$ cat src/hdl/controller_defs.svh
// Controller constants
// Opcodes, funct3 codes, ALU codes, datapath selector codes and bus command kinds
`ifndef CONTROLLER_DEFS_SVH
`define CONTROLLER_DEFS_SVH

// Supported opcodes
`define OP_LOAD       7'b0000011 // lw
`define OP_STORE      7'b0100011 // sw
`define OP_RTYPE      7'b0110011
`define OP_ITYPE      7'b0010011 // I-type ALU
`define OP_JAL        7'b1101111
`define OP_BRANCH     7'b1100011 // beq

// Supported funct3 codes for R and I
`define F3_ADDSUB     3'b000
`define F3_XOR        3'b100
`define F3_OR         3'b110
`define F3_AND        3'b111
`define F3_SLT        3'b010

// ALU control
`define ALU_ADD       3'b000
`define ALU_SUB       3'b001
`define ALU_AND       3'b010
`define ALU_OR        3'b011
`define ALU_XOR       3'b100
`define ALU_SLT       3'b101

// ALU A input mux
`define SRCA_PC       2'b00
`define SRCA_OLDPC    2'b01
`define SRCA_REG      2'b10

// ALU B input mux
`define SRCB_REG      2'b00
`define SRCB_IMM      2'b01
`define SRCB_FOUR     2'b10

// Result bus mux
`define RES_ALUOUT    2'b00
`define RES_DATA      2'b01
`define RES_ALURESULT 2'b10

// Immediate extender formats
`define IMM_I         2'b00
`define IMM_S         2'b01
`define IMM_B         2'b10
`define IMM_J         2'b11

// Bus command word
`define CMD_SET_ADDR  2'b10 // Load base address
`define CMD_READ      2'b00 // Read at base address
`define CMD_WIDTH     34
`define ADDR_BITS     30    // Word address, pc[31:2]

`endif

$ cat src/hdl/ctrlPkg.sv
// Controller types
// FSM states, instruction classes, control word and the bus command word
package ctrlPkg;

`include "controller_defs.svh"

    // Main FSM states, code 14 unused
    typedef enum logic [3:0] {
        idle      = 4'd0,
        fetchAddr = 4'd1,  // Send address command
        pcIncr    = 4'd2,  // PC <- PC + 4
        fetchRead = 4'd3,  // Send read, wait for response
        decode    = 4'd4,
        memAddr   = 4'd5,
        memRead   = 4'd6,
        memWb     = 4'd7,
        memWrite  = 4'd8,
        executeR  = 4'd9,
        executeI  = 4'd10,
        jal       = 4'd11,
        beq       = 4'd12,
        aluWb     = 4'd13,
        error     = 4'd15  // Sticky until reset
    } ctrlState_t;

    typedef enum logic [2:0] {
        clsLoad,
        clsStore,
        clsRType,
        clsIType,
        clsJal,
        clsBranch,
        clsIllegal
    } instrClass_t;

    // Decoder result, 8 bits
    typedef struct packed {
        instrClass_t instrClass;
        logic [2:0]  aluOp;
        logic [1:0]  immFormat;
    } decodedInstr_t;

    // Datapath control word, 16 bits
    typedef struct packed {
        logic       pcWrite;
        logic       adrSrc;     // 1 = ALUOut/Result as memory address
        logic       memWrite;
        logic       irWrite;
        logic       regWrite;
        logic [1:0] resultSrc;
        logic [1:0] aluSrcA;
        logic [1:0] aluSrcB;
        logic [1:0] immSrc;
        logic [2:0] aluControl;
    } ctrlSignals_t;

    // Command word seen as address command or as data command
    typedef union packed {
        struct packed {
            logic [1:0]            kind;
            logic                  readWrite;  // 0 = read
            logic                  increment;  // Auto increment per access
            logic [`ADDR_BITS-1:0] address;
        } addrForm;
        struct packed {
            logic [1:0]  kind;
            logic [31:0] payload;
        } dataForm;
    } busCmd_u;

    typedef enum logic [1:0] {
        phaseNone,
        phaseAddr,
        phaseRead
    } fetchPhase_t;

endpackage

$ cat src/hdl/instrDecoder.sv
// Instruction decoder
// Classifies opcode and funct fields, picks ALU operation and immediate format
`timescale 1ns/1ns

`include "controller_defs.svh"

module instrDecoder (
    input  logic [6:0]             op,
    input  logic [2:0]             funct3,
    input  logic                   funct7b5,
    output ctrlPkg::decodedInstr_t decoded
);
    import ctrlPkg::*;

    logic       isRType;
    logic [2:0] f3AluOp;   // ALU op implied by funct3
    logic       f3Ok;      // funct3 is one we support

    assign isRType = (op == `OP_RTYPE);

    // funct3 to ALU code, sub only for R-type with funct7b5
    always_comb
    begin
        f3Ok = 1'b1;
        case (funct3)
            `F3_ADDSUB: f3AluOp = (isRType && funct7b5) ? `ALU_SUB : `ALU_ADD;
            `F3_XOR:    f3AluOp = `ALU_XOR;
            `F3_OR:     f3AluOp = `ALU_OR;
            `F3_AND:    f3AluOp = `ALU_AND;
            `F3_SLT:    f3AluOp = `ALU_SLT;
            default:
            begin
                f3AluOp = `ALU_ADD;
                f3Ok    = 1'b0;    // sll, srl and friends
            end
        endcase
    end

    // Opcode to class and immediate format
    always_comb
    begin
        decoded.instrClass = clsIllegal;
        decoded.aluOp      = `ALU_ADD;   // Address and link arithmetic
        decoded.immFormat  = `IMM_I;
        case (op)
            `OP_LOAD:   decoded.instrClass = clsLoad;
            `OP_STORE:
            begin
                decoded.instrClass = clsStore;
                decoded.immFormat  = `IMM_S;
            end
            `OP_RTYPE:
            begin
                decoded.instrClass = f3Ok ? clsRType : clsIllegal;
                decoded.aluOp      = f3AluOp;
            end
            `OP_ITYPE:
            begin
                decoded.instrClass = f3Ok ? clsIType : clsIllegal;
                decoded.aluOp      = f3AluOp;
            end
            `OP_JAL:
            begin
                decoded.instrClass = clsJal;
                decoded.immFormat  = `IMM_J;
            end
            `OP_BRANCH:
            begin
                decoded.instrClass = clsBranch;
                decoded.aluOp      = `ALU_SUB;  // rs1 - rs2 for Zero
                decoded.immFormat  = `IMM_B;
            end
            default:    decoded.instrClass = clsIllegal;
        endcase
    end

endmodule

$ cat src/hdl/mainFsm.sv
// Main controller FSM
// Steps fetch, decode, execute and write-back per instruction class
// Drives the fetch phase for the bus unit and flags the sticky error state
`timescale 1ns/1ns

module mainFsm (
    input  logic                 clk,
    input  logic                 reset,
    input  ctrlPkg::instrClass_t instrClass,
    input  logic                 phaseDone,   // Current fetch phase completed
    output ctrlPkg::ctrlState_t  state,
    output ctrlPkg::fetchPhase_t fetchPhase,
    output logic                 halted
);
    import ctrlPkg::*;

    ctrlState_t nextState;

    always_ff @(posedge clk or posedge reset)
    begin
        if (reset)
            state <= idle;
        else
            state <= nextState;
    end

    // Next state
    always_comb
    begin
        nextState = state;   // Hold by default
        case (state)
            idle:      nextState = fetchAddr;
            fetchAddr: if (phaseDone) nextState = pcIncr;    // Address command sent
            pcIncr:    nextState = fetchRead;
            fetchRead: if (phaseDone) nextState = decode;    // Response arrived
            decode:
            begin
                case (instrClass)
                    clsLoad,
                    clsStore:  nextState = memAddr;
                    clsRType:  nextState = executeR;
                    clsIType:  nextState = executeI;
                    clsJal:    nextState = jal;
                    clsBranch: nextState = beq;
                    default:   nextState = error;
                endcase
            end
            memAddr:   nextState = (instrClass == clsStore) ? memWrite : memRead;
            memRead:   nextState = memWb;
            memWb:     nextState = fetchAddr;
            memWrite:  nextState = fetchAddr;
            executeR:  nextState = aluWb;
            executeI:  nextState = aluWb;
            jal:       nextState = aluWb;     // Link rd <- oldPC + 4
            beq:       nextState = fetchAddr;
            aluWb:     nextState = fetchAddr;
            error:     nextState = error;     // Only reset leaves
            default:   nextState = error;
        endcase
    end

    // Bus phase follows the fetch states
    always_comb
    begin
        case (state)
            fetchAddr: fetchPhase = phaseAddr;
            fetchRead: fetchPhase = phaseRead;
            default:   fetchPhase = phaseNone;
        endcase
    end

    assign halted = (state == error);

    // Only defined encodings, never X
    aStateLegal: assert property (@(posedge clk) disable iff (reset)
        state inside {idle, fetchAddr, pcIncr, fetchRead, decode, memAddr, memRead,
                      memWb, memWrite, executeR, executeI, jal, beq, aluWb, error});

    aErrorSticky: assert property (@(posedge clk) disable iff (reset)
        state == error |=> state == error);

    // Read phase ends only on the bus unit's done
    aReadWaits: assert property (@(posedge clk) disable iff (reset)
        (state == fetchRead && !phaseDone) |=> state == fetchRead);

endmodule

$ cat src/hdl/fetchUnit.sv
// Fetch bus unit
// Sends the address and read commands on the command bus and tracks the response
`timescale 1ns/1ns

`include "controller_defs.svh"

module fetchUnit (
    input  logic                 clk,
    input  logic                 reset,
    input  ctrlPkg::fetchPhase_t fetchPhase,
    input  logic [31:0]          pc,
    input  logic                 cmdBusy,
    input  logic                 rspStb,
    output logic                 cmdStb,
    output ctrlPkg::busCmd_u     cmdWord,
    output logic                 phaseDone
);
    import ctrlPkg::*;

    logic readSent;   // Read command already out this phase

    always_ff @(posedge clk or posedge reset)
    begin
        if (reset)
            readSent <= 1'b0;
        else if (fetchPhase != phaseRead)
            readSent <= 1'b0;
        else if (cmdStb)
            readSent <= 1'b1;
    end

    // Strobe only into an idle bus
    assign cmdStb = !cmdBusy &&
                    ((fetchPhase == phaseAddr) || (fetchPhase == phaseRead && !readSent));

    // Command word, zero outside the strobe cycle
    always_comb
    begin
        cmdWord = '0;
        if (cmdStb && fetchPhase == phaseAddr)
        begin
            cmdWord.addrForm.kind      = `CMD_SET_ADDR;
            cmdWord.addrForm.readWrite = 1'b0;
            cmdWord.addrForm.increment = 1'b0;
            cmdWord.addrForm.address   = pc[31:2];   // Word address
        end
        else if (cmdStb)
        begin
            cmdWord.dataForm.kind    = `CMD_READ;
            cmdWord.dataForm.payload = '0;           // Ignored by the bus on reads
        end
    end

    // Address phase done with its strobe, read phase on the response
    assign phaseDone = ((fetchPhase == phaseAddr) && !cmdBusy) ||
                       ((fetchPhase == phaseRead) && readSent && rspStb);

    aStbIdle: assert property (@(posedge clk) disable iff (reset) cmdStb |-> !cmdBusy);

    aOneRead: assert property (@(posedge clk) disable iff (reset)
        (cmdStb && fetchPhase == phaseRead) |=> !cmdStb until (fetchPhase != phaseRead));

endmodule

$ cat src/hdl/ctrlEncoder.sv
// Control word encoder
// Moore decode of the FSM state into the datapath control word
`timescale 1ns/1ns

`include "controller_defs.svh"

module ctrlEncoder (
    input  ctrlPkg::ctrlState_t    state,
    input  ctrlPkg::decodedInstr_t decoded,
    input  logic                   zero,      // ALU result zero
    output ctrlPkg::ctrlSignals_t  ctrl
);
    import ctrlPkg::*;

    always_comb
    begin
        ctrl = '0;   // Unnamed fields inactive
        case (state)
            pcIncr:
            begin
                // PC <- PC + 4
                ctrl.aluSrcA    = `SRCA_PC;
                ctrl.aluSrcB    = `SRCB_FOUR;
                ctrl.aluControl = `ALU_ADD;
                ctrl.resultSrc  = `RES_ALURESULT;
                ctrl.pcWrite    = 1'b1;
            end
            fetchRead: ctrl.irWrite = 1'b1;   // IR <- Mem[PC], adrSrc 0
            decode:
            begin
                // ALUOut <- oldPC + imm, branch/jump target
                ctrl.aluSrcA    = `SRCA_OLDPC;
                ctrl.aluSrcB    = `SRCB_IMM;
                ctrl.aluControl = `ALU_ADD;
                ctrl.immSrc     = decoded.immFormat;
            end
            memAddr:
            begin
                ctrl.aluSrcA    = `SRCA_REG;   // rs1 + imm
                ctrl.aluSrcB    = `SRCB_IMM;
                ctrl.aluControl = `ALU_ADD;
            end
            memRead:
            begin
                ctrl.adrSrc    = 1'b1;
                ctrl.resultSrc = `RES_ALUOUT;
            end
            memWb:
            begin
                ctrl.resultSrc = `RES_DATA;    // rd <- Data
                ctrl.regWrite  = 1'b1;
            end
            memWrite:
            begin
                ctrl.adrSrc   = 1'b1;
                ctrl.memWrite = 1'b1;
            end
            executeR:
            begin
                ctrl.aluSrcA    = `SRCA_REG;
                ctrl.aluSrcB    = `SRCB_REG;
                ctrl.aluControl = decoded.aluOp;
            end
            executeI:
            begin
                ctrl.aluSrcA    = `SRCA_REG;
                ctrl.aluSrcB    = `SRCB_IMM;
                ctrl.aluControl = decoded.aluOp;
                ctrl.immSrc     = decoded.immFormat;
            end
            jal:
            begin
                // PC <- ALUOut, ALUOut <- oldPC + 4 for the link
                ctrl.aluSrcA    = `SRCA_OLDPC;
                ctrl.aluSrcB    = `SRCB_FOUR;
                ctrl.aluControl = `ALU_ADD;
                ctrl.pcWrite    = 1'b1;
            end
            beq:
            begin
                ctrl.aluSrcA    = `SRCA_REG;
                ctrl.aluSrcB    = `SRCB_REG;
                ctrl.aluControl = `ALU_SUB;
                ctrl.pcWrite    = zero;        // Taken only on equal
            end
            aluWb:
            begin
                ctrl.resultSrc = `RES_ALUOUT;  // rd <- ALUOut
                ctrl.regWrite  = 1'b1;
            end
            default: ctrl = '0;                // idle, fetchAddr, error
        endcase
    end

endmodule

$ cat src/hdl/multicycleController.sv
// Multicycle controller top level
// Decoder, main FSM, fetch bus unit and control encoder
`timescale 1ns/1ns

module multicycleController (
    input  logic                  clk,
    input  logic                  reset,
    input  logic [6:0]            op,
    input  logic [2:0]            funct3,
    input  logic                  funct7b5,
    input  logic                  zero,
    input  logic [31:0]           pc,
    input  logic                  cmdBusy,
    input  logic                  rspStb,
    output ctrlPkg::ctrlSignals_t ctrl,
    output logic                  cmdStb,
    output ctrlPkg::busCmd_u      cmdWord,
    output logic                  halted
);
    import ctrlPkg::*;

    decodedInstr_t decoded;
    ctrlState_t    state;
    fetchPhase_t   fetchPhase;
    logic          phaseDone;   // Fetch phase handshake back to FSM

    instrDecoder uDecoder (
        .op       (op),
        .funct3   (funct3),
        .funct7b5 (funct7b5),
        .decoded  (decoded)
    );

    mainFsm uFsm (
        .clk        (clk),
        .reset      (reset),
        .instrClass (decoded.instrClass),
        .phaseDone  (phaseDone),
        .state      (state),
        .fetchPhase (fetchPhase),
        .halted     (halted)
    );

    fetchUnit uFetch (
        .clk        (clk),
        .reset      (reset),
        .fetchPhase (fetchPhase),
        .pc         (pc),
        .cmdBusy    (cmdBusy),
        .rspStb     (rspStb),
        .cmdStb     (cmdStb),
        .cmdWord    (cmdWord),
        .phaseDone  (phaseDone)
    );

    ctrlEncoder uEncoder (
        .state   (state),
        .decoded (decoded),
        .zero    (zero),
        .ctrl    (ctrl)
    );

endmodule

$ cat config.mk
export PLATFORM = sky130hd
export DESIGN_NAME = multicycleController
export DESIGN_NICKNAME = d
export VERILOG_FILES = /design/src/hdl/ctrlPkg.sv /design/src/hdl/instrDecoder.sv /design/src/hdl/mainFsm.sv /design/src/hdl/fetchUnit.sv /design/src/hdl/ctrlEncoder.sv /design/src/hdl/multicycleController.sv
export VERILOG_INCLUDE_DIRS = /design/src /design/src/hdl
export SDC_FILE = /design/constraint.sdc
export NUM_CORES = 1
export LEC_CHECK = 0
export ABC_AREA = 0
export BUFFER_PORTS_ARGS = -buffer_cell sky130_fd_sc_hd__buf_2
export CELL_PAD_IN_SITES_DETAIL_PLACEMENT = 1
export CELL_PAD_IN_SITES_GLOBAL_PLACEMENT = 2
export CORE_MARGIN = 4
export CORE_UTILIZATION = 17
export DETAILED_ROUTE_END_ITERATION = 10
export GPL_TIMING_DRIVEN = 0
export HOLD_SLACK_MARGIN = 0.12
export PLACE_DENSITY_LB_ADDON = 0.1
export SLEW_MARGIN = 20
export SYNTH_ARGS = -nofsm -noshare
export SYNTH_HDL_FRONTEND = slang
export SYNTH_SLANG_ARGS = --single-unit
export TNS_END_PERCENT = 10
$ cat constraint.sdc
create_clock -name clk -period 4.9 [get_ports clk]
set_clock_uncertainty 0.2 [all_clocks]
set_input_delay 0.49 -clock clk [delete_from_list [all_inputs] [get_ports clk]]
set_output_delay 0.49 -clock clk [all_outputs]
set_load 0.02 [all_outputs]
### Word-level counts from Yosys, hierarchy flattened

Index checks and enable logic that the tools add are counted.

| cells by class | value |
|---|---|
| multiplexer cells | 26 |
| equality and inequality tests | 34 |
| reduce and logical (&&, ||, !) cells | 28 |

Operators with widths:

| kind | number |
|---|---|
| case mux 4 bit (5 select lines) | 2 |
| two-way mux 34 bit | 1 |
| case mux 4 bit (8 select lines) | 1 |
| == test 4 bit (second input constant) | 7 |
| case mux 3 bit (6 select lines) | 1 |
| OR reduction 2 bit | 9 |
| == test 4 x 3 -> 1 bit (second input constant) | 4 |
| == test 3 bit (second input constant) | 5 |
| case mux 3 bit (5 select lines) | 1 |
| == test 7 x 6 -> 1 bit (second input constant) | 2 |
| == test 7 bit (second input constant) | 2 |
| two-way mux 4 bit | 3 |
| case mux 3 bit (2 select lines) | 2 |
| OR reduction 5 bit | 2 |
| == test 3 x 2 -> 1 bit (second input constant) | 3 |
| == test 4 x 2 -> 1 bit (second input constant) | 2 |
| two-way mux 1 bit | 8 |
| case mux 2 bit (2 select lines) | 2 |
| == test 7 x 2 -> 1 bit (second input constant) | 1 |
| == test 7 x 5 -> 1 bit (second input constant) | 1 |
| logical AND 1 bit | 7 |
| logical NOT 3 bit | 2 |
| two-way mux 3 bit | 2 |
| inequality test 2 bit (second input constant) | 3 |
| other kinds (13) | 15 |

| word-level totals | value |
|---|---|
| word-level logic and storage cells | 90 |
| flip-flop bits (word level) | 5 |
| output and inout port bits | 52 |

### Longest topological paths before layout

| depth | value |
|---|---|
| depth after elaboration | 9 |
| depth in mapped cells | 6 |
| mapped depth without buffers | 5 |

### Hierarchy

A second synthesis with hierarchy kept.

| unflattened totals | value |
|---|---|
| cell total of the unflattened synthesis | 155 |
| area total of the unflattened synthesis | 1,111.1 um^2 |

Modules (own cells, without submodules):

| module | seq. area each (um^2) | cells an instance | times used | area each (um^2) |
|---|---|---|---|---|
| mainFsm | 100.1 | 42 | 1 | 335.3 |
| fetchUnit | 25.0 | 47 | 1 | 324.1 |
| ctrlEncoder | 0.0 | 36 | 1 | 274.0 |
| instrDecoder | 0.0 | 30 | 1 | 177.7 |

### Worst setup path before layout

No wires, ideal clock.

| timing path | value |
|---|---|
| path type | input port to output port |
| start | in op[3] |
| end | out ctrl[2] (netlist name) |
| arrival | 1.710 ns |
| stages on the path | 5 |
| path buffers | 0 |
| path slack | 2.500 ns |
| cells stage by stage | or2_4 -> nor3_4 -> nand2_1 -> or3_1 -> nor2_1 |

RTL lines:

| item | line | text |
|---|---|---|
| start: declaration | multicycleController.sv:8 | `input logic [6:0] op,` |
| end: declaration | multicycleController.sv:15 | `output ctrlPkg::ctrlSignals_t ctrl,` |

==> results_dict.tcl <==
set metrics [dict create \
    crit_fanout 10 \
    finalWeightedCongestion 0.764 \
    syn-cell-area_sq_um 992 \
    cts_sinks 5 \
    ir_drop_v 0.000179 \
    cellPowerDensity_mw_per_mm2 439 \
    min-delay-path-class "in -> reg" \
    synth_edf_count 0 \
    status "completed" \
    vias 1437 \
    ys_async_sr_fraction_pct 100 \
    tightestPinTransition_ns 0.561 \
    numPlacedInstances 324 \
    path_class "reg -> out" \
    grt.total_usage_pct 13.4 \
    syn_inst 156 \
    ys_warn_count 0 \
    netlist_top_cells_count "and2_1 (31), nand2_1 (17), nor2_1 (17)" \
    final_antenna_net_count 0 \
    io_buffers 94 \
    synth_top_area_share_pct 19.5 \
    total_power_mw 0.710 \
    dpl.hpwl_mm 4.05 \
    overflow 0 \
    coreArea_sq_mm 0.00557 \
    power.leakage_nw 0.879 \
    pin_count 100 \
    drc 0 \
    clock_latency_ns 0.22 \
    post_drt_via_cell_ratio 4.37 \
    wl_per_cell_um 14.5 \
    die_h_um 84.4 \
    maxSlewViolCount 0 \
    slew_headroom_pct 62.5 \
    fill_cells 757 \
    ys.flop_type "dfrtp_1" \
    grt_max_degree 11 \
    antenna_found_initial 0 \
    yosysTopAreaCell "and2_1" \
    nNetsFinal 306 \
    layout_setup_ws_ns 2.08 \
    grt_first_pass_wirelength_mm 7.88 \
    wl_mm 4.76 \
    pre_cts_ws_ns 2.27 \
    synth_most_common_cell "and2_1" \
    grt_setup_unrepaired "no" \
    cts_buffers 3 \
    synthTopCellsByArea "and2_1 (20%), dfrtp_1 (13%), nand2_1 (6.4%), nor2_1 (6.4%), o21ai_0 (4.5%)" \
    diodes 0 \
    setup_viol 0 \
    stdcell_count 329 \
    initial_utilization_pct 17.8 \
    clk_pin_slew_ns 0.04 \
    die_area_sq_mm 0.00712 \
    period_minus_slack_ns 2.82 \
    die_w_um 84.4 \
    root_buffer "clkbuf_8" \
    startpoint_type "register" \
    area_growth_syn_to_layout_pct 62.8 \
    endpoint_kind "output port" \
    drive_gt1_share_pct 42.4 \
    cp_data_arrival_time_ns 2.13 \
    finalHoldViolCount 0 \
    cts_tree "built" \
    cts_buffer_depth 2 \
    grt_pass1_vias 1586 \
    fin_crit_sh_pct 57.6 \
    ys_ff_latch 5 \
    fmax_mhz 355 \
    drv_cap 0 \
    drtPass1Iterations 4 \
    ys_seq_area_share_pct 12.6 \
    syn_area_per_cell_sq_um 6.36 \
    crit_required_ns 4.21 \
    rows 27 \
    tns_ns 0 \
    first_iter_violations 52 \
    cts_resized 0 \
    synth_cell_type_count 42 \
    htreeDepth 1 \
]
## what timing repair did
item / CTS / global route
setup endpoints to repair: 0 / 0
hold buffers: 1 / 0
hold endpoints to repair: 5 / 0
setup buffers: 0 / 0
## final timing paths
path | end | startpoint | slack, ns | cells after the start
setup reg to reg | uFsm.state[1] | uFsm.state[0] | 3.02 | 4
max in group asynchronous | uFsm.state[3] | reset | 3.78 | 3
hold / removal | uFetch.readSent | cmdBusy | 0.35 | 2
min in group asynchronous | uFetch.readSent | reset | 0.53 | 3
hold reg to reg | uFetch.readSent | uFetch.readSent | 0.37 | 2
setup / recovery | cmdWord[29] | uFsm.state[2] | 2.08 | 6
## area by class of cell
| class | instances | area, sq um | area share (%) |
|---|---|---|---|
| Buffer | 13 | 62.6 | 3.87 |
| Sequential cell | 5 | 125 | 7.75 |
| Tap cell | 72 | 90.1 | 5.58 |
| Multi-Input combinational cell | 134 | 790 | 48.9 |
| Inverter | 6 | 22.5 | 1.39 |
| Clock buffer | 4 | 45.0 | 2.79 |
| Timing Repair Buffer | 95 | 480 | 29.7 |
## state kept, by name, summed over array words and instances (netlist names)
signal,count
uFetch.readSent,1
uFsm.state,4
## cell usage in the layout, fill, tap and decap left out, drive strengths merged, types with 2 or more instances in the layout
master and count:
a21oi 8, nor2b 4, a211oi 2, buf 101, nor2 17, nand3b 2, and2 31, dfrtp 5
conb 3, xor2 2, a211o 2, and3 3, o211ai 2, nand3 3, a31oi 2, inv 6
clkbuf 10, nand2 17, or3 3, o22ai 2, nor3 4, nand2b 3, o21ai 9
## per-layer routing
metal	part of all wire (%)	up-vias	GRT usage (%)	wire (um)
met5	0	-	0	0
met2	48	46	22.5	2300
li1	-	731	-	-
met3	4.5	4	2.06	216
met4	0.95	0	3.02	45
met1	46	656	18.0	2190
## power by group
group / internal (mW) / total (mW) / switching (mW)
registers: 0.0598 / 0.0799 / 0.0200
clock network: 0.0560 / 0.0783 / 0.0222
logic: 0.192 / 0.552 / 0.360
total: 0.307 / 0.710 / 0.402
## stage by stage
stage	utilization (%)	hold slack, ns	instance area (sq um)
final	29.0	0.347	1620
after global routing	29.0	0.357	1620
after CTS	29.0	0.339	1620
after detailed placement	28.0	0.206	1560
after global placement	28.0	0.204	1560
after floorplan	-	0.0685	1000
## cells by family after synthesis
family	after synthesis	synth area share (%)
buf+inv	19	8.57
flops	5	12.6
other cells	1	0.378
xor+xnor	3	2.65
compound gates	37	25.7
simple gates	91	50.1
## worst max-delay path, stage by stage, from the launching register on
cell      delay [ns]
dfrtp_1         0.45
nor2_1          0.47
nand2_1         0.10
nor2_1          0.24
clkbuf_1        0.29
and2_1          0.18
buf_2           0.17
No activity file was read; power rests on OpenSTA's default activity.
